===== src/soc_ctrl_pkg.sv =====
/*
 * shared definitions of the soc control register block
 * bus widths, register map bounds, info word contents and reset values
 */
`default_nettype none

package soc_ctrl_pkg;

  // apb3 bus widths
  localparam int unsigned addr_width = 32;
  localparam int unsigned data_width = 32;

  // the block answers a 4 KiB window starting here
  localparam logic [addr_width-1:0] base_addr = 32'h1A10_4000;

  // system shape reported through the info word
  localparam int unsigned n_cores    = 8;
  localparam int unsigned n_clusters = 1;

  // core count in the upper half and cluster count in the lower half
  localparam logic [data_width-1:0] info_word = {16'(n_cores), 16'(n_clusters)};

  // core-reset registers and their reset value
  localparam int unsigned n_core_res     = 4;
  localparam int unsigned core_idx_width = $clog2(n_core_res);
  typedef logic [n_core_res-1:0][data_width-1:0] core_res_t;
  localparam core_res_t core_res_init = '0;

  // a word index covers the full window of 1024 words
  localparam int unsigned idx_width = 10;

  // region bounds as byte offsets into the window
  localparam logic [11:0] info_off = 12'h010;
  localparam logic [11:0] rw_lo    = 12'h080;
  localparam logic [11:0] rw_hi    = 12'h08F;
  localparam logic [11:0] win_hi   = 12'hFFF;

  // one-hot region select produced by the decoder
  // reg_none marks an address outside the window
  typedef enum logic [3:0] {
    reg_none = 4'b0001,
    reg_zero = 4'b0010,
    reg_info = 4'b0100,
    reg_rw   = 4'b1000
  } region_e;

endpackage

`default_nettype wire


===== src/soc_ctrl_decode.sv =====
/*
 * soc control address decoder
 * classifies an apb address into a region and a word index within it
 */
`default_nettype none

module soc_ctrl_decode (
  input  logic [soc_ctrl_pkg::addr_width-1:0] paddr,
  output soc_ctrl_pkg::region_e               region,
  output logic [soc_ctrl_pkg::idx_width-1:0]  word_idx
);

  import soc_ctrl_pkg::*;

  // byte offset relative to the window base
  // an address below the base wraps around to a large offset
  logic [addr_width-1:0] offset;
  logic                  in_win;
  logic [idx_width-1:0]  word;

  assign offset = paddr - base_addr;

  // anything beyond the last byte of the window is unmapped
  assign in_win = (offset <= addr_width'(win_hi));

  // the two low address bits are ignored since all accesses are full words
  assign word = offset[11:2];

  always_comb begin
    region   = reg_none;
    word_idx = '0;
    if (in_win) begin
      if (word == info_off[11:2]) begin
        // single info word, its index is always zero
        region   = reg_info;
        word_idx = word - info_off[11:2];
      end else if (word >= rw_lo[11:2] && word <= rw_hi[11:2]) begin
        // core-reset registers, indexed from the first one
        region   = reg_rw;
        word_idx = word - rw_lo[11:2];
      end else begin
        // reserved words keep the window index
        // the read-only bank answers all of them the same way
        region   = reg_zero;
        word_idx = word;
      end
    end
  end

endmodule

`default_nettype wire


===== src/soc_ctrl_ro_bank.sv =====
/*
 * soc control read-only bank
 * answers the info word and the reserved words, and refuses writes to them
 */
`default_nettype none

module soc_ctrl_ro_bank (
  input  soc_ctrl_pkg::region_e                region,
  input  logic                                 psel,
  input  logic                                 penable,
  input  logic                                 pwrite,
  output logic [soc_ctrl_pkg::data_width-1:0]  ro_rdata,
  output logic                                 ro_err
);

  import soc_ctrl_pkg::*;

  logic access;
  logic ro_hit;

  // the access phase of an apb3 transfer
  assign access = psel & penable;

  // both read-only regions share the same write policy
  assign ro_hit = (region == reg_info) || (region == reg_zero);

  // the info word is a constant and every reserved word reads as zero
  always_comb begin
    if (region == reg_info) begin
      ro_rdata = info_word;
    end else begin
      ro_rdata = '0;
    end
  end

  // a write to any read-only word is refused in its access cycle
  // a read of the same words completes without error
  assign ro_err = access & pwrite & ro_hit;

endmodule

`default_nettype wire


===== src/soc_ctrl_rw_bank.sv =====
/*
 * soc control read/write bank
 * holds the core-reset registers with apb writes, readback and outputs
 */
`default_nettype none

module soc_ctrl_rw_bank (
  input  logic                                clk_i,
  input  logic                                rst_n,
  input  soc_ctrl_pkg::region_e               region,
  input  logic [soc_ctrl_pkg::idx_width-1:0]  word_idx,
  input  logic                                psel,
  input  logic                                penable,
  input  logic                                pwrite,
  input  logic [soc_ctrl_pkg::data_width-1:0] pwdata,
  output logic [soc_ctrl_pkg::data_width-1:0] rw_rdata,
  output soc_ctrl_pkg::core_res_t             core_res
);

  import soc_ctrl_pkg::*;

  logic [core_idx_width-1:0] sel;
  logic                      wr_en;

  // the decoder hands out indices 0 to n_core_res-1 for reg_rw
  assign sel = word_idx[core_idx_width-1:0];

  // a write lands on the access cycle
  // with pready always high that cycle is also the last one of the transfer
  assign wr_en = psel & penable & pwrite & (region == reg_rw);

  // register update at the edge that ends the access cycle
  // the new value is visible on core_res from the next cycle on
  always_ff @(posedge clk_i) begin
    if (!rst_n) begin
      core_res <= core_res_init;
    end else if (wr_en) begin
      core_res[sel] <= pwdata;
    end
  end

  // readback is combinational from the current index
  // the response merge only passes it on for reg_rw
  assign rw_rdata = core_res[sel];

endmodule

`default_nettype wire


===== src/soc_ctrl_resp.sv =====
/*
 * soc control response merge
 * selects the bank answer for prdata and builds pslverr
 */
`default_nettype none

module soc_ctrl_resp (
  input  soc_ctrl_pkg::region_e               region,
  input  logic                                psel,
  input  logic                                penable,
  input  logic [soc_ctrl_pkg::data_width-1:0] ro_rdata,
  input  logic                                ro_err,
  input  logic [soc_ctrl_pkg::data_width-1:0] rw_rdata,
  output logic [soc_ctrl_pkg::data_width-1:0] prdata,
  output logic                                pslverr
);

  import soc_ctrl_pkg::*;

  logic access;
  logic err;

  assign access = psel & penable;

  // pick the bank that owns the decoded region
  always_comb begin
    case (region)
      reg_info, reg_zero: begin
        prdata = ro_rdata;
        err    = ro_err;
      end
      reg_rw: begin
        // every access to the core-reset registers is legal
        prdata = rw_rdata;
        err    = 1'b0;
      end
      default: begin
        // an unmapped address fails the transfer with zero read data
        prdata = '0;
        err    = 1'b1;
      end
    endcase
  end

  // pslverr only means something in the access cycle
  assign pslverr = access & err;

endmodule

`default_nettype wire


===== src/soc_ctrl_regs.sv =====
/*
 * top level of the soc control register block
 * apb3 slave with zero wait states, decode into banks and response merge
 */
`default_nettype none

module soc_ctrl_regs (
  input  logic                                clk_i,
  input  logic                                rst_n,
  input  logic                                psel,
  input  logic                                penable,
  input  logic                                pwrite,
  input  logic [soc_ctrl_pkg::addr_width-1:0] paddr,
  input  logic [soc_ctrl_pkg::data_width-1:0] pwdata,
  output logic [soc_ctrl_pkg::data_width-1:0] prdata,
  output logic                                pready,
  output logic                                pslverr,
  output soc_ctrl_pkg::core_res_t             core_res
);

  import soc_ctrl_pkg::*;

  region_e               region;
  logic [idx_width-1:0]  word_idx;
  logic [data_width-1:0] ro_rdata;
  logic                  ro_err;
  logic [data_width-1:0] rw_rdata;

  // without wait states every access cycle completes the transfer
  assign pready = 1'b1;

  // decode step maps the address to a region and a word index
  soc_ctrl_decode i_decode (
    .paddr    (paddr),
    .region   (region),
    .word_idx (word_idx)
  );

  // execute step for the info word and all reserved words
  soc_ctrl_ro_bank i_ro_bank (
    .region   (region),
    .psel     (psel),
    .penable  (penable),
    .pwrite   (pwrite),
    .ro_rdata (ro_rdata),
    .ro_err   (ro_err)
  );

  // execute step for the core-reset registers
  soc_ctrl_rw_bank i_rw_bank (
    .clk_i    (clk_i),
    .rst_n    (rst_n),
    .region   (region),
    .word_idx (word_idx),
    .psel     (psel),
    .penable  (penable),
    .pwrite   (pwrite),
    .pwdata   (pwdata),
    .rw_rdata (rw_rdata),
    .core_res (core_res)
  );

  // result step puts read data and error back onto the bus
  soc_ctrl_resp i_resp (
    .region   (region),
    .psel     (psel),
    .penable  (penable),
    .ro_rdata (ro_rdata),
    .ro_err   (ro_err),
    .rw_rdata (rw_rdata),
    .prdata   (prdata),
    .pslverr  (pslverr)
  );

endmodule

`default_nettype wire


===== config.mk =====
export PLATFORM = sky130hd
export DESIGN_NAME = soc_ctrl_regs
export DESIGN_NICKNAME = d
export VERILOG_FILES = /design/src/soc_ctrl_pkg.sv /design/src/soc_ctrl_decode.sv /design/src/soc_ctrl_ro_bank.sv /design/src/soc_ctrl_rw_bank.sv /design/src/soc_ctrl_resp.sv /design/src/soc_ctrl_regs.sv
export SDC_FILE = /design/constraint.sdc
export NUM_CORES = 1
export LEC_CHECK = 0
export ABC_AREA = 1
export BUFFER_PORTS_ARGS = -buffer_cell sky130_fd_sc_hd__buf_2
export CORE_MARGIN = 4
export CORE_UTILIZATION = 43
export CTS_CLUSTER_DIAMETER = 200
export DETAILED_ROUTE_END_ITERATION = 10
export PLACE_DENSITY = 0.78
export SLEW_MARGIN = 10
export SYNTH_ARGS = -nofsm -noshare
export SYNTH_HDL_FRONTEND = slang
export SYNTH_SLANG_ARGS = --single-unit

===== constraint.sdc =====
create_clock -name clk_i -period 2.7 [get_ports clk_i]
set_input_delay 0.54 -clock clk_i [delete_from_list [all_inputs] [get_ports clk_i]]
set_output_delay 0.54 -clock clk_i [all_outputs]
set_load 0.01 [all_outputs]

=== Word level (Yosys, flattened, before mapping) ===
Index checks and enable logic that the tools add are counted.

* Flip-flop bits (word level): 128
* Output and inout port bits: 162
* Logic and storage cells: 39

* $add $sub $neg: 3
* Magnitude comparators: 5
* Eq/ne operators: 4
* Multiplexer cells: 14
* Bitwise logic cells: 5
* Reduce and logical (&&, ||, !) cells: 4

{| class="wikitable"
|+ Operators with widths
! kind !! count
|-
| 128-bit bitwise mux || 1
|-
| 32-bit binary-select mux with 2-bit select || 1
|-
| 32-bit demux with 2-bit select || 1
|-
| 32-bit two-way mux || 2
|-
| 32-bit case mux with 2 select lines || 1
|-
| 32-bit by 12-bit <= comparator with 1-bit output, second input constant || 1
|-
| 32-bit by 29-bit subtractor with 32-bit output, second input constant || 1
|-
| 20-bit two-way mux || 1
|-
| 4-bit two-way mux || 3
|-
| 10-bit by 3-bit == test with 1-bit output, second input constant || 1
|-
| 10-bit by 6-bit >= comparator with 1-bit output, second input constant || 1
|-
| 10-bit by 6-bit <= comparator with 1-bit output, second input constant || 1
|-
| 2-bit two-way mux || 3
|-
| 1-bit bitwise AND || 5
|-
| 4-bit by 2-bit == test with 1-bit output, second input constant || 1
|-
| 4-bit by 3-bit == test with 1-bit output, second input constant || 1
|-
| 4-bit == test, second input constant || 1
|-
| 2-bit by 1-bit subtractor with 2-bit output, second input constant || 2
|-
| 2-bit by 3-bit < comparator with 1-bit output, second input constant || 1
|-
| 2-bit by 1-bit >= comparator with 1-bit output, second input constant || 1
|-
| 1-bit logical AND || 2
|-
| 1-bit case mux with 2 select lines || 1
|-
| 2-bit OR reduction || 1
|-
| 1-bit logical OR || 1
|}

=== Logic depth before layout (Yosys ltp) ===
Gate-level depths: netlist (run 1).

* Word-level depth: 11
* Mapped depth: 18
* Depth with buffers taken out: 17

=== By module ===
A second synthesis (run 1) with hierarchy kept.

* Cells, all modules: 1434
* Area, all modules: 8639.5 um^2

{| class="wikitable"
|+ By module, submodules not included
! module !! times used !! cells each !! area an instance (um^2) !! sequential area each (um^2)
|-
| soc_ctrl_rw_bank || 1 || 1122 || 6901.6 || 2562.5
|-
| soc_ctrl_decode || 1 || 151 || 738.2 || 0.0
|-
| soc_ctrl_resp || 1 || 120 || 710.7 || 0.0
|-
| soc_ctrl_ro_bank || 1 || 39 || 277.8 || 0.0
|-
| soc_ctrl_regs || 1 || 2 || 11.3 || 0.0
|}

=== Worst setup path before layout (run 1) ===
Ideal clock, no wire load.

* Kind: input to output
* From: in paddr[23] (netlist bit)
* To: out prdata[10] (netlist bit)
* Data arrival time: 2149 ps
* Data required time: 2160 ps
* Slack: 11 ps
* Stages on the path: 16
* Cells stage by stage: nor2_2 -> nand2_1 -> nor2_1 -> nand3_1 -> nand3_1 -> nand2_1 -> nor2_4 -> nand3_4 -> nor2_8 -> nand2_2 -> inv_2 -> buf_2 -> nand2_1 -> nand2_1 -> nor2_1 -> nor2_1

* Word-level cells in the longest chain between the ends: 6
* Elaborated cells on any way between the ends: 11

{| class="wikitable"
|+ Ends and longest elaborated chain
! what !! line !! text
|-
| start: declaration || soc_ctrl_regs.sv:13 || <nowiki>input logic [soc_ctrl_pkg::addr_width-1:0] paddr,</nowiki>
|-
| 32-bit by 29-bit subtractor with 32-bit output * || soc_ctrl_decode.sv:21 || <nowiki>assign offset = paddr - base_addr;</nowiki>
|-
| 32-bit by 12-bit <= comparator with 1-bit output * || soc_ctrl_decode.sv:24 || <nowiki>assign in_win = (offset <= addr_width'(win_hi));</nowiki>
|-
| 2-bit two-way mux / 4-bit two-way mux (equally long branches) || soc_ctrl_decode.sv:32 || <nowiki>if (in_win) begin</nowiki>
|-
| 32-bit binary-select mux with 2-bit select (tied with other cells) || soc_ctrl_rw_bank.sv:44 || <nowiki>assign rw_rdata = core_res[sel];</nowiki>
|-
| 32-bit two-way mux (implied by the code) / 2-bit OR reduction (equally long branches) || soc_ctrl_rw_bank.sv:44, soc_ctrl_resp.sv:27 ||
|-
| 32-bit case mux with 2 select lines * || soc_ctrl_resp.sv:27 || <nowiki>case (region)</nowiki>
|-
| end: declaration || soc_ctrl_regs.sv:15 || <nowiki>output logic [soc_ctrl_pkg::data_width-1:0] prdata,</nowiki>
|}

Every way passes the cells marked *; elsewhere a longest branch is shown, timed or not. The select of a mux whose other input is x is not followed.

=== Final worst setup path (run 1) ===
* From: in paddr[23] (netlist bit)
* To: out prdata[22] (netlist bit)

The elaborated chain is that of the path after synthesis.

==> metrics.csv, run 1 <==
stage;metric;value;unit
synth;synth_area_per_cell;6.21;um2
critical_path;cp.required;2160;ps
clock_network;cts_buffer_depth;2;
sta;fmaxAchievable;319;MHz
pwr;switching_share;21.9;%
placement;placed_cells;1425;
finish;final_nets;1346;
drt;first_iter_violations;433;
synth;ys_types;29;
drt;wl_per_cell;15.0;um
critical_path;crit_type;in -> out;
floorplan;ios;231;
floorplan;dieArea;16800;um2
critical_path;cp.depth;17;
floorplan;core.rowCount;44;
synth;yosysMostFrequentCell;nor2_1;
pwr;switchingPower;0.000955;W
synth;ys_ff_latch;128;
critical_path;max_stage_delay;200;ps
drt;drcViolationCount;0;
finish;syn_to_final_growth;42.1;%
run;maxCapViolations;0;
synth;syn_area;6340;um2
status;status;finished, violations left;
sta;final_max_slew_viol_count;0;
sta;worst_hold_slack;394;ps
sta;finalHoldViolations;0;
drt;vias_per_cell;4.90;
clock_network;cts.sinks;128;
clock_network;numCtsBuffers;17;
pwr;p_int;0.00342;W
floorplan;die_x;129;um
synth;synth_top_area_cell;dfxtp_1;
hold_path;min_path_type;in -> reg;
clock_network;htree_levels;4;
pwr;p_per_area;485;nW/um2
finish;fill_cells;1326;
synth;synth_top_cells_by_count;nor2_1 (341), nand2_1 (292), dfxtp_1 (128), o21ai_1 (55), inv_1 (50);
finish;reg_top3;i_rw_bank.core_res: 128 flops;
critical_path;cp-end-kind;output pin;
clock_network;clk_latency;410;ps
sta;period_share;116;%
synth;synth_edf_count;0;
pwr;power_frac_clock;52.2;%
finish;top_register;i_rw_bank.core_res;
sta;setup_viol;33;
floorplan;start_util;43.8;%
critical_path;cp_top_family;simple AND/OR/NAND/NOR gates;
sta;rsz0062_at_grt;yes;
sta;finClkSkew;0;ps
finish;largest_reg_flops;128;
drt;routed_wl;22100;um
grt;antenna_found_initial;0;
critical_path;r2r_setup_slack;1950;ps
synth;yosysWarnings;0;
hold_path;hold_depth;3;
clock_network;ctsRootBufferMaster;clkbuf_16;
synth;synth.top_cell.area_share;40.4;%
critical_path;crit_slowest_cell;nand4_1;
placement;globalplace.congestion;0.816;
pwr;vdd_drop_max;0.362;mV
floorplan;coreArea;14500;um2
synth;synth-main-ff-cell;dfxtp_1;
placement;place_hpwl;14200;um
pwr;p_leak;5.05;nW
grt;grt_max_degree;86;
critical_path;critPathLaunchType;input pin;
placement;portBuffers;227;
finish;drive_above_1_share;31.4;%
synth;synth_area_leaders;dfxtp_1 (40%), nor2_1 (20%), nand2_1 (17%);
drt;dr.pass1.iters;4;
clock_network;clk_pin_slew_worst_paths;60;ps
synth;ys_seq_area_share;40.4;%
sta;period_needed;3140;ps
drt;postRouteAntennaNets;0;
critical_path;rr_worst_depth;4;
critical_path;crit_buf_inv;4;
pwr;p_seq_share;43.2;%
grt;grt.overflow.total;0;
critical_path;worstPathCellList;buf_8, nor2_4, nand2_2, nor2_1, nand3_1, nand3_1, nand2_2, nor2_4, nand4_1, nor2_4, buf_6, clkbuf_16, nand2_1, nand2_1, nor2_1, nor2_1, buf_2;
grt;grtUsageTotal;25.0;%
status;violations;negative setup slack;
synth;async_flop_share;0;%
critical_path;critPathMaxFanout;4;
finish;fin_cells;1474;
synth;syn_nets;1090;
drt;vias;7225;
synth;synthCells;1021;
grt;grt_pass1_vias;6640;
sta;fin_ws;-439;ps
finish;antennaDiodeCount;0;
clock_network;cts_tree;yes;
floorplan;die_y;129;um
critical_path;arrival;2600;ps
pwr;combPwrFrac;4.5;%
grt;grt_pass1_wl;33500;um
-- per-layer routing --
layer	vias to the layer above	track usage [%]	wire (um)
met5	-	0	0
met4	0	10.6	570
met3	43	7.54	1830
met2	278	40.6	10500
met1	3277	31.1	9130
li1	3627	-	-
-- final cells by class --
type	instances	area, um2	area share [%]
clock buffer	22	484	5.37
clock inverter	10	109	1.21
inverter	62	238	2.64
multi-input combinational	777	3420	38.0
sequential	128	2560	28.4
tap	184	230	2.55
timing repair buffer	291	1970	21.9
-- cells in the final DEF, fill, tap and decap left out, types with 2 or more instances in the layout --
| cell type | Yosys | final |
|---|---|---|
| a21oi_2 | 1 | 2 |
| buf_12 | 0 | 16 |
| buf_2 | 18 | 222 |
| buf_4 | 10 | 33 |
| buf_6 | 9 | 13 |
| buf_8 | 0 | 3 |
| bufinv_16 | 0 | 2 |
| clkbuf_16 | 0 | 21 |
| clkbuf_8 | 0 | 4 |
| clkinv_2 | 0 | 5 |
| clkinvlp_4 | 0 | 2 |
| dfxtp_1 | 128 | 128 |
| inv_1 | 50 | 50 |
| inv_2 | 11 | 10 |
| nand2_1 | 292 | 255 |
| nand2_2 | 2 | 33 |
| nand2_4 | 2 | 8 |
| nand3_1 | 16 | 15 |
| nand3b_1 | 4 | 4 |
| nand4_2 | 2 | 2 |
| nor2_1 | 341 | 326 |
| nor2_2 | 4 | 12 |
| nor2_4 | 4 | 11 |
| nor2_8 | 2 | 2 |
| o21ai_0 | 44 | 41 |
| o21ai_1 | 55 | 58 |
-- stage by stage --
stage / cell area, um2 / util [%] / worst slack [ps] / setup TNS (ps) / total power (W)
3_3_place_gp: 7920 / 54.7 / -385 / -14810 / 0.00210
3_5_place_dp: 7920 / 54.7 / -401 / -21980 / 0.00211
5_1_grt: 9020 / 62.3 / -630 / -20960 / 0.00450
2_1_floorplan: 6340 / - / 11.5 / 0 / 0.00200
6_report: 9020 / 62.3 / -439 / -12640 / 0.00437
4_1_cts: 8720 / 60.2 / -326 / -8680 / 0.00438
-- tightest hold or removal path: cells and delay by family --
kind | cells | cell delay [ps]
simple gates | 2 | 130
buf+inv | 1 | 110
-- worst paths after layout --
| check | start | endpoint |
|---|---|---|
| min | pwdata[16] | i_rw_bank.core_res[80]$_SDFFE_PN0P_ |
| min reg2reg | i_rw_bank.core_res[123]$_SDFFE_PN0P_ | i_rw_bank.core_res[123]$_SDFFE_PN0P_ |
| max | paddr[23] | prdata[22] |
| max reg2reg | i_rw_bank.core_res[10]$_SDFFE_PN0P_ | i_rw_bank.core_res[10]$_SDFFE_PN0P_ |
-- power groups by stage --
stage | sequential [W] | combinational [W] | clock, W
CTS | 0.00189 | 0.000188 | 0.00231
finish | 0.00189 | 0.000198 | 0.00228
global route | 0.00189 | 0.000216 | 0.00239
floorplan | 0.00193 | 0.0000725 | 0
detailed placement | 0.00193 | 0.000176 | 0
global placement | 0.00193 | 0.000174 | 0
-- cells by family (layout without fill, tap and decap cells) --
group	Yosys count	in the layout	synth area share, %
buffers and inverters	116	385	8.87
AO/OA/AOI/OAI	102	102	8.14
other	1	1	0.0591
AND/OR/NAND/NOR	674	674	42.5
flip-flops	128	128	40.4
-- repair_timing --
| item | in CTS | in global routing |
|---|---|---|
| pin swaps | 23 | 27 |
| setup buffers | 4 | 8 |
| gates cloned | 2 | 4 |
| gates resized for setup | 48 | 47 |
| endpoints found under the setup margin | 32 | 33 |
| hold buffers | 0 | 0 |
No activity file was read; power rests on OpenSTA's default activity.
==> run 2: changes to the inputs <==
--- a/config.mk
+++ b/config.mk
@@ -6,12 +6,12 @@
 export NUM_CORES = 1
 export LEC_CHECK = 0
 export ABC_AREA = 1
-export BUFFER_PORTS_ARGS = -buffer_cell sky130_fd_sc_hd__buf_2
 export CORE_MARGIN = 4
 export CORE_UTILIZATION = 43
 export CTS_CLUSTER_DIAMETER = 200
 export DETAILED_ROUTE_END_ITERATION = 10
-export PLACE_DENSITY = 0.78
+export DONT_BUFFER_PORTS = 1
+export PLACE_DENSITY = 0.65
 export SLEW_MARGIN = 10
 export SYNTH_ARGS = -nofsm -noshare
 export SYNTH_HDL_FRONTEND = slang
==> run 2 against run 1 <==
  * Highest routed layer unchanged
  * Worst setup slack better by 250 ps
  * Count of clock-buffer cells in the layout decreased by 3
  * Final cell count is 16% lower
  * Wire length is 5.7% lower
  * The flow still finishes with violations (negative setup slack)
  * Non-clock buffer count fell by 234
  * Largest cell class unchanged
  * Utilization is 7.3 points lower
  * Critical path type unchanged
  * Clock skew is the same
  * Die area is the same
==> metrics.csv, run 2 (synthesized netlist as in run 1, its figures left out) <==
stage;metric;value;unit;change
status;status;finished, violations left;;
status;violations;negative setup slack;;
grt;grt.overflow.total;0;;unchanged
finish;syn_to_final_growth;25.5;%;
placement;placed_cells;1192;;-16%
drt;wl_per_cell;16.8;um;+12%
pwr;vdd_drop_max;0.391;mV;+8.1%
placement;globalplace.congestion;0.821;;+0.56%
critical_path;critPathLaunchType;input pin;;
finish;final_common_cell;nor2_1;;
finish;largest_reg_flops;128;;unchanged
floorplan;ios;231;;unchanged
grt;grtUsageTotal;23.2;%;-1.9 points
floorplan;coreArea;14500;um2;unchanged
critical_path;crit_type;in -> out;;
floorplan;die_x;129;um;unchanged
finish;final_nets;1112;;-17%
finish;drive_above_1_share;18.4;%;-13 points
finish;fin_cells;1239;;-16%
sta;setup_viol;32;;-3.0%
finish;final_util;55.0;%;-7.3 points
drt;dr.pass1.iters;5;;+1
grt;grt_pass1_vias;5725;;-14%
critical_path;critPathMaxFanout;5;;+1
sta;worstMarginPinSlew;720;ps;
finish;top_register;i_rw_bank.core_res;;
floorplan;start_util;43.8;%;unchanged
sta;fin_ws;-189;ps;+250 ps
finish;fill_cells;1407;;+6.1%
grt;grt_max_degree;129;;+50%
clock_network;cts_buffer_depth;2;;unchanged
finish;antennaDiodeCount;0;;unchanged
placement;place_hpwl;13300;um;-6.9%
critical_path;arrival;2350;ps;-250 ps
sta;rsz0062_at_grt;yes;;
clock_network;numCtsBuffers;17;;unchanged
finish;reg_top3;i_rw_bank.core_res: 128 flops;;
floorplan;core.rowCount;44;;unchanged
run;maxCapViolations;0;;unchanged
sta;finalHoldViolations;0;;unchanged
clock_network;cts_tree;yes;;
drt;vias;6314;;-13%
drt;postRouteAntennaNets;0;;unchanged
floorplan;die_y;129;um;unchanged
drt;routed_wl;20800;um;-5.7%
sta;maxSlewHeadroom;51.9;%;
hold_path;min_path_type;in -> reg;;
clock_network;htree_levels;4;;unchanged
grt;grt_pass1_wl;30800;um;-8.0%
sta;tns;-4580;ps;+8070 ps
sta;finClkSkew;0;ps;unchanged
pwr;p_leak;3.87;nW;-23%
clock_network;clk_latency;410;ps;about the same
sta;period_share;107;%;-9.3 points
sta;period_needed;2890;ps;-250 ps
floorplan;dieArea;16800;um2;unchanged
drt;first_iter_violations;350;;-19%
clock_network;cts.sinks;128;;unchanged
clock_network;ctsRootBufferMaster;clkbuf_16;;
placement;post-place-ws;-291;ps;+110 ps
pwr;p_per_area;531;nW/um2;+9.6%
grt;antenna_found_initial;0;;unchanged
drt;vias_per_cell;5.10;;+4.0%
critical_path;cp.required;2160;ps;about the same
drt;drcViolationCount;0;;unchanged
critical_path;cp-end-kind;output pin;;
clock_network;clk_pin_slew_worst_paths;50;ps;about the same
placement;portBuffers;0;;-100%
sta;final_max_slew_viol_count;0;;unchanged
finish;final_cell_mix;nor2_1 (290), nand2_1 (269), dfxtp_1 (128);;
sta;worst_hold_slack;250;ps;-144 ps
sta;fmaxAchievable;346;MHz;+8.7%
==> run 2: cell types whose count changed in the layout (fill, tap and decap cells not counted), moves of 11 or more <==
cell,previous run,this run
nor2_2,12,31
nor2_1,326,290
nand2_2,33,22
nand2_1,255,269
buf_2,222,0
nor2_4,11,28
==> run 2: through the flow <==
| step | area [um2] | power, W |
|---|---|---|
| 2_1_floorplan | 6340 | 0.00200 |
| 3_3_place_gp | 6770 | 0.00199 |
| 3_5_place_dp | 6770 | 0.00199 |
| 4_1_cts | 7470 | 0.00426 |
| 5_1_grt | 7960 | 0.00436 |
| 6_report | 7960 | 0.00423 |
==> run 2: worst paths after layout <==
| check | start | to | slack (ps) | cells past startpoint |
|---|---|---|---|---|
| max | paddr[24] | prdata[4] | -190 | 15 |
| min | rst_n | i_rw_bank.core_res[11]$_SDFFE_PN0P_ | 250 | 2 |
| max reg2reg | i_rw_bank.core_res[21]$_SDFFE_PN0P_ | i_rw_bank.core_res[21]$_SDFFE_PN0P_ | 1900 | 4 |
| min reg2reg | i_rw_bank.core_res[33]$_SDFFE_PN0P_ | i_rw_bank.core_res[33]$_SDFFE_PN0P_ | 570 | 2 |
==> run 2: what timing repair did <==
item,4_1_cts,5_1_grt
setup buffers,3,6
hold buffers,0,0
pin swaps,10,26
endpoints found under the setup margin,32,32
resized for setup,31,89
gates cloned,0,7
==> run 2: area by class of cell <==
| cell class | count | area, um2 | area share [%] |
|---|---|---|---|
| clock inverter | 12 | 144 | 1.81 |
| timing repair buffer | 57 | 774 | 9.73 |
| inverter | 62 | 245 | 3.08 |
| tap | 184 | 230 | 2.89 |
| clock buffer | 19 | 433 | 5.44 |
| sequential | 128 | 2560 | 32.2 |
| multi-input combinational | 777 | 3570 | 44.9 |
==> run 2: routing by layer <==
layer	track usage (%)	vias to the layer above	part of all wire [%]
met5	0	-	0
met3	9.32	35	10
met4	6.66	0	2.0
met1	29.0	2865	40
li1	-	3158	-
met2	37.2	256	47
==> run 2: worst max-delay path: stages <==
cell	delay (ps)
nor2_4	140
nand2_2	90
a21oi_2	150
nand2_1	100
nand2_1	80
nand2_2	60
nor2_4	190
nand4_1	200
nor2_4	170
buf_12	140
buf_6	150
nand2_1	60
nand2_1	70
nor2_1	50
nor2_2	160
==> run 2: report_power, final <==
| group | total [W] | internal, W | leakage (nW) | switching (W) |
|---|---|---|---|---|
| clock network | 0.00227 | 0.00143 | 0.282 | 0.000833 |
| logic | 0.0000739 | 0.0000314 | 2.55 | 0.0000424 |
| registers | 0.00189 | 0.00189 | 1.03 | 0.00000000000170 |
==> run 3: changes to the inputs <==
--- a/config.mk
+++ b/config.mk
@@ -6,12 +6,13 @@
 export NUM_CORES = 1
 export LEC_CHECK = 0
 export ABC_AREA = 1
+export CORE_ASPECT_RATIO = 0.6
 export CORE_MARGIN = 4
-export CORE_UTILIZATION = 43
+export CORE_UTILIZATION = 55
 export CTS_CLUSTER_DIAMETER = 200
 export DETAILED_ROUTE_END_ITERATION = 10
 export DONT_BUFFER_PORTS = 1
-export PLACE_DENSITY = 0.65
+export PLACE_DENSITY = 0.77
 export SLEW_MARGIN = 10
 export SYNTH_ARGS = -nofsm -noshare
 export SYNTH_HDL_FRONTEND = slang
==> run 3 against run 2 <==
  * The run still ends with negative setup slack left
  * Count of clock-buffer cells in the layout down 1
  * Final area decreased by 1.3%
  * First-iteration DRC count up 16%
  * Power is 5.3% higher
  * Combinational power is 9.9% higher
  * Clock power is 9.3% higher
  * Via count is 1.6% higher
  * Hold slack better by 12 ps
  * Flip-flop and latch count unchanged
  * Critical endpoint is now prdata[25]
  * Largest power group unchanged
==> metrics.csv, run 3 (synthesized netlist as in run 1, its figures left out) <==
stage;metric;value;unit;change
grt;grt.overflow.total;0;;unchanged
clock_network;cts_tree;yes;;
finish;antennaDiodeCount;0;;unchanged
finish;final_cell_mix;nor2_1 (309), nand2_1 (257), dfxtp_1 (128);;
critical_path;arrival;2430;ps;+80 ps
pwr;vdd_drop_max;0.449;mV;+15%
grt;antenna_found_initial;0;;unchanged
finish;regArea;2560;um2;unchanged
placement;globalplace.congestion;0.882;;+7.4%
placement;place_hpwl;13200;um;-0.12%
floorplan;coreArea;11300;um2;-22%
critical_path;cp-end-kind;output pin;;
sta;rsz0062_at_grt;yes;;
sta;maxSlewHeadroom;49.8;%;-2.2 points
finish;drive_above_1_share;18.4;%;unchanged
sta;setup_viol;32;;unchanged
pwr;p_leak;3.93;nW;+1.6%
critical_path;rr_worst_depth;4;;unchanged
floorplan;ios;231;;unchanged
clock_network;htree_levels;4;;unchanged
finish;final_nets;1111;;-0.090%
sta;final_max_slew_viol_count;0;;unchanged
sta;period_share;110;%;+3.2 points
floorplan;start_util;56.2;%;+12 points
drt;dr.pass1.iters;7;;+2
clock_network;ctsRootBufferMaster;clkbuf_16;;
drt;postRouteAntennaNets;0;;unchanged
status;status;finished, violations left;;
placement;placed_area;6650;um2;-1.8%
critical_path;crit_path_frequent_cell;nand2_1;;
critical_path;startpoint;paddr[15];;
clock_network;cts_hold_buf;0;;unchanged
grt;grt_pass1_wl;31000;um;+0.72%
run;maxCapViolations;0;;unchanged
finish;final_common_cell;nor2_1;;
floorplan;dieArea;13400;um2;-20%
hold_path;min_path_type;in -> reg;;
critical_path;r2r_start;i_rw_bank.core_res[22]$_SDFFE_PN0P_;;
critical_path;crit_type;in -> out;;
clock_network;cts.sinks;128;;unchanged
finish;fin_cells;1215;;-1.9%
floorplan;die_y;91.2;um;-30%
critical_path;worstPathCellList;inv_2, nand2_1, nor2_1, nand2_2, nand3_2, nand2_1, nand2_1, nand2_2, nor2_4, nand4_1, nor2_4, buf_12, buf_12, nand2_1, nand2_1, nor2_2, nor2_1, buf_4;;
finish;stdcell_area;7860;um2;-1.3%
clock_network;clk_latency;400;ps;about the same
critical_path;critPathLaunchType;input pin;;
critical_path;cp_top_family;simple AND/OR/NAND/NOR gates;;
hold_path;hold_depth;2;;unchanged
clock_network;clk_pin_slew_worst_paths;60;ps;about the same
drt;wl_per_cell;16.8;um;-0.12%
finish;fill_cells;983;;-30%
sta;finalHoldViolations;0;;unchanged
status;violations;negative setup slack;;
drt;drcViolationCount;0;;unchanged
grt;grtUsageTotal;28.6;%;+5.4 points
hold_path;min_from;rst_n;;
clock_network;numCtsBuffers;17;;unchanged
finish;syn_to_final_growth;23.9;%;
floorplan;die_x;147;um;+13%
placement;portBuffers;0;;unchanged
drt;routed_wl;20400;um;-2.1%
critical_path;max_stage_delay;190;ps;about the same
sta;fmaxAchievable;336;MHz;-2.9%
critical_path;rr_endpoint;i_rw_bank.core_res[22]$_SDFFE_PN0P_;;
sta;fin_ws;-275;ps;-85.6 ps
critical_path;crit_buf_inv;4;;+2
grt;grt_pass1_vias;5800;;+1.3%
critical_path;crit_slowest_cell;nand4_1;;
clock_network;cts_buffer_depth;2;;unchanged
finish;largest_reg_flops;128;;unchanged
floorplan;core.rowCount;30;;-32%
hold_path;hold_end;i_rw_bank.core_res[12]$_SDFFE_PN0P_;;
sta;worstMarginPinSlew;753;ps;+32.9 ps
critical_path;cp.required;2160;ps;about the same
placement;placed_cells;1164;;-2.3%
grt;grt_max_degree;129;;unchanged
sta;period_needed;2970;ps;+85.6 ps
sta;finClkSkew;0;ps;unchanged
finish;multiInputGateArea;3520;um2;-1.5%
critical_path;r2r_setup_slack;1910;ps;about the same
finish;reg_top3;i_rw_bank.core_res: 128 flops;;
finish;top_register;i_rw_bank.core_res;;
critical_path;critPathMaxFanout;7;;+2
pwr;p_per_area;567;nW/um2;+6.7%
drt;vias_per_cell;5.28;;+3.7%
drt;vias;6418;;+1.6%
drt;first_iter_violations;406;;+16%
-- run 3: cell types whose count changed in the layout (fill, tap and decap cells not counted), sizes merged --
cell / change
buf: +1
bufinv: +1
clkbuf: -3
clkinv: -1
clkinvlp: -2
inv: +4
-- run 3: per-stage QoR --
| step | setup slack [ps] | setup TNS (ps) | util, % | total power, W | hold WS [ps] |
|---|---|---|---|---|---|
| 5_1_grt | -376 | -9560 | 69.6 | 0.00459 | 239 |
| 4_1_cts | -171 | -3450 | 65.8 | 0.00446 | 243 |
| 2_1_floorplan | 11.5 | 0 | - | 0.00200 | 544 |
| 3_5_place_dp | -261 | -6870 | 58.8 | 0.00199 | 561 |
| 3_3_place_gp | -244 | -6500 | 58.8 | 0.00199 | 560 |
| 6_report | -275 | -6140 | 69.6 | 0.00445 | 262 |
-- run 3: worst max-delay path by stage --
| stage | depth (start not counted) | to |
|---|---|---|
| final | 18 | prdata[25] |
| after global routing | 18 | prdata[25] |
| after detailed placement | 14 | prdata[13] |
| after floorplan | 16 | prdata[10] |
| after CTS | 17 | prdata[14] |
| after global placement | 14 | prdata[4] |
-- run 3: what timing repair did --
action,in CTS,in global routing
buffers inserted,3,13
cloned,1,3
resized for setup,36,72
pin swaps,8,48
endpoints found under the setup margin,32,32
-- run 3: power by group --
| part | switching [W] | internal (W) |
|---|---|---|
| combinational | 0.0000462 | 0.0000350 |
| clock | 0.000894 | 0.00159 |
| sequential | 0.00000000000163 | 0.00189 |
-- run 3: final cells by class --
| class | count | area share, % |
|---|---|---|
| Clock buffer | 18 | 5.59 |
| Timing Repair Buffer | 56 | 8.66 |
| Tap cell | 160 | 2.55 |
| Clock inverter | 14 | 2.58 |
| Inverter | 62 | 3.22 |
| Sequential cell | 128 | 32.6 |
| Multi-Input combinational cell | 777 | 44.8 |
-- run 3: per-layer routing --
layer / track usage [%] / up-vias / share of wire, %
met4: 7.28 / 0 / 0.96
met2: 44.7 / 322 / 45
met1: 38.0 / 2899 / 43
met3: 9.83 / 24 / 11
li1: - / 3173 / -
met5: 0 / - / 0
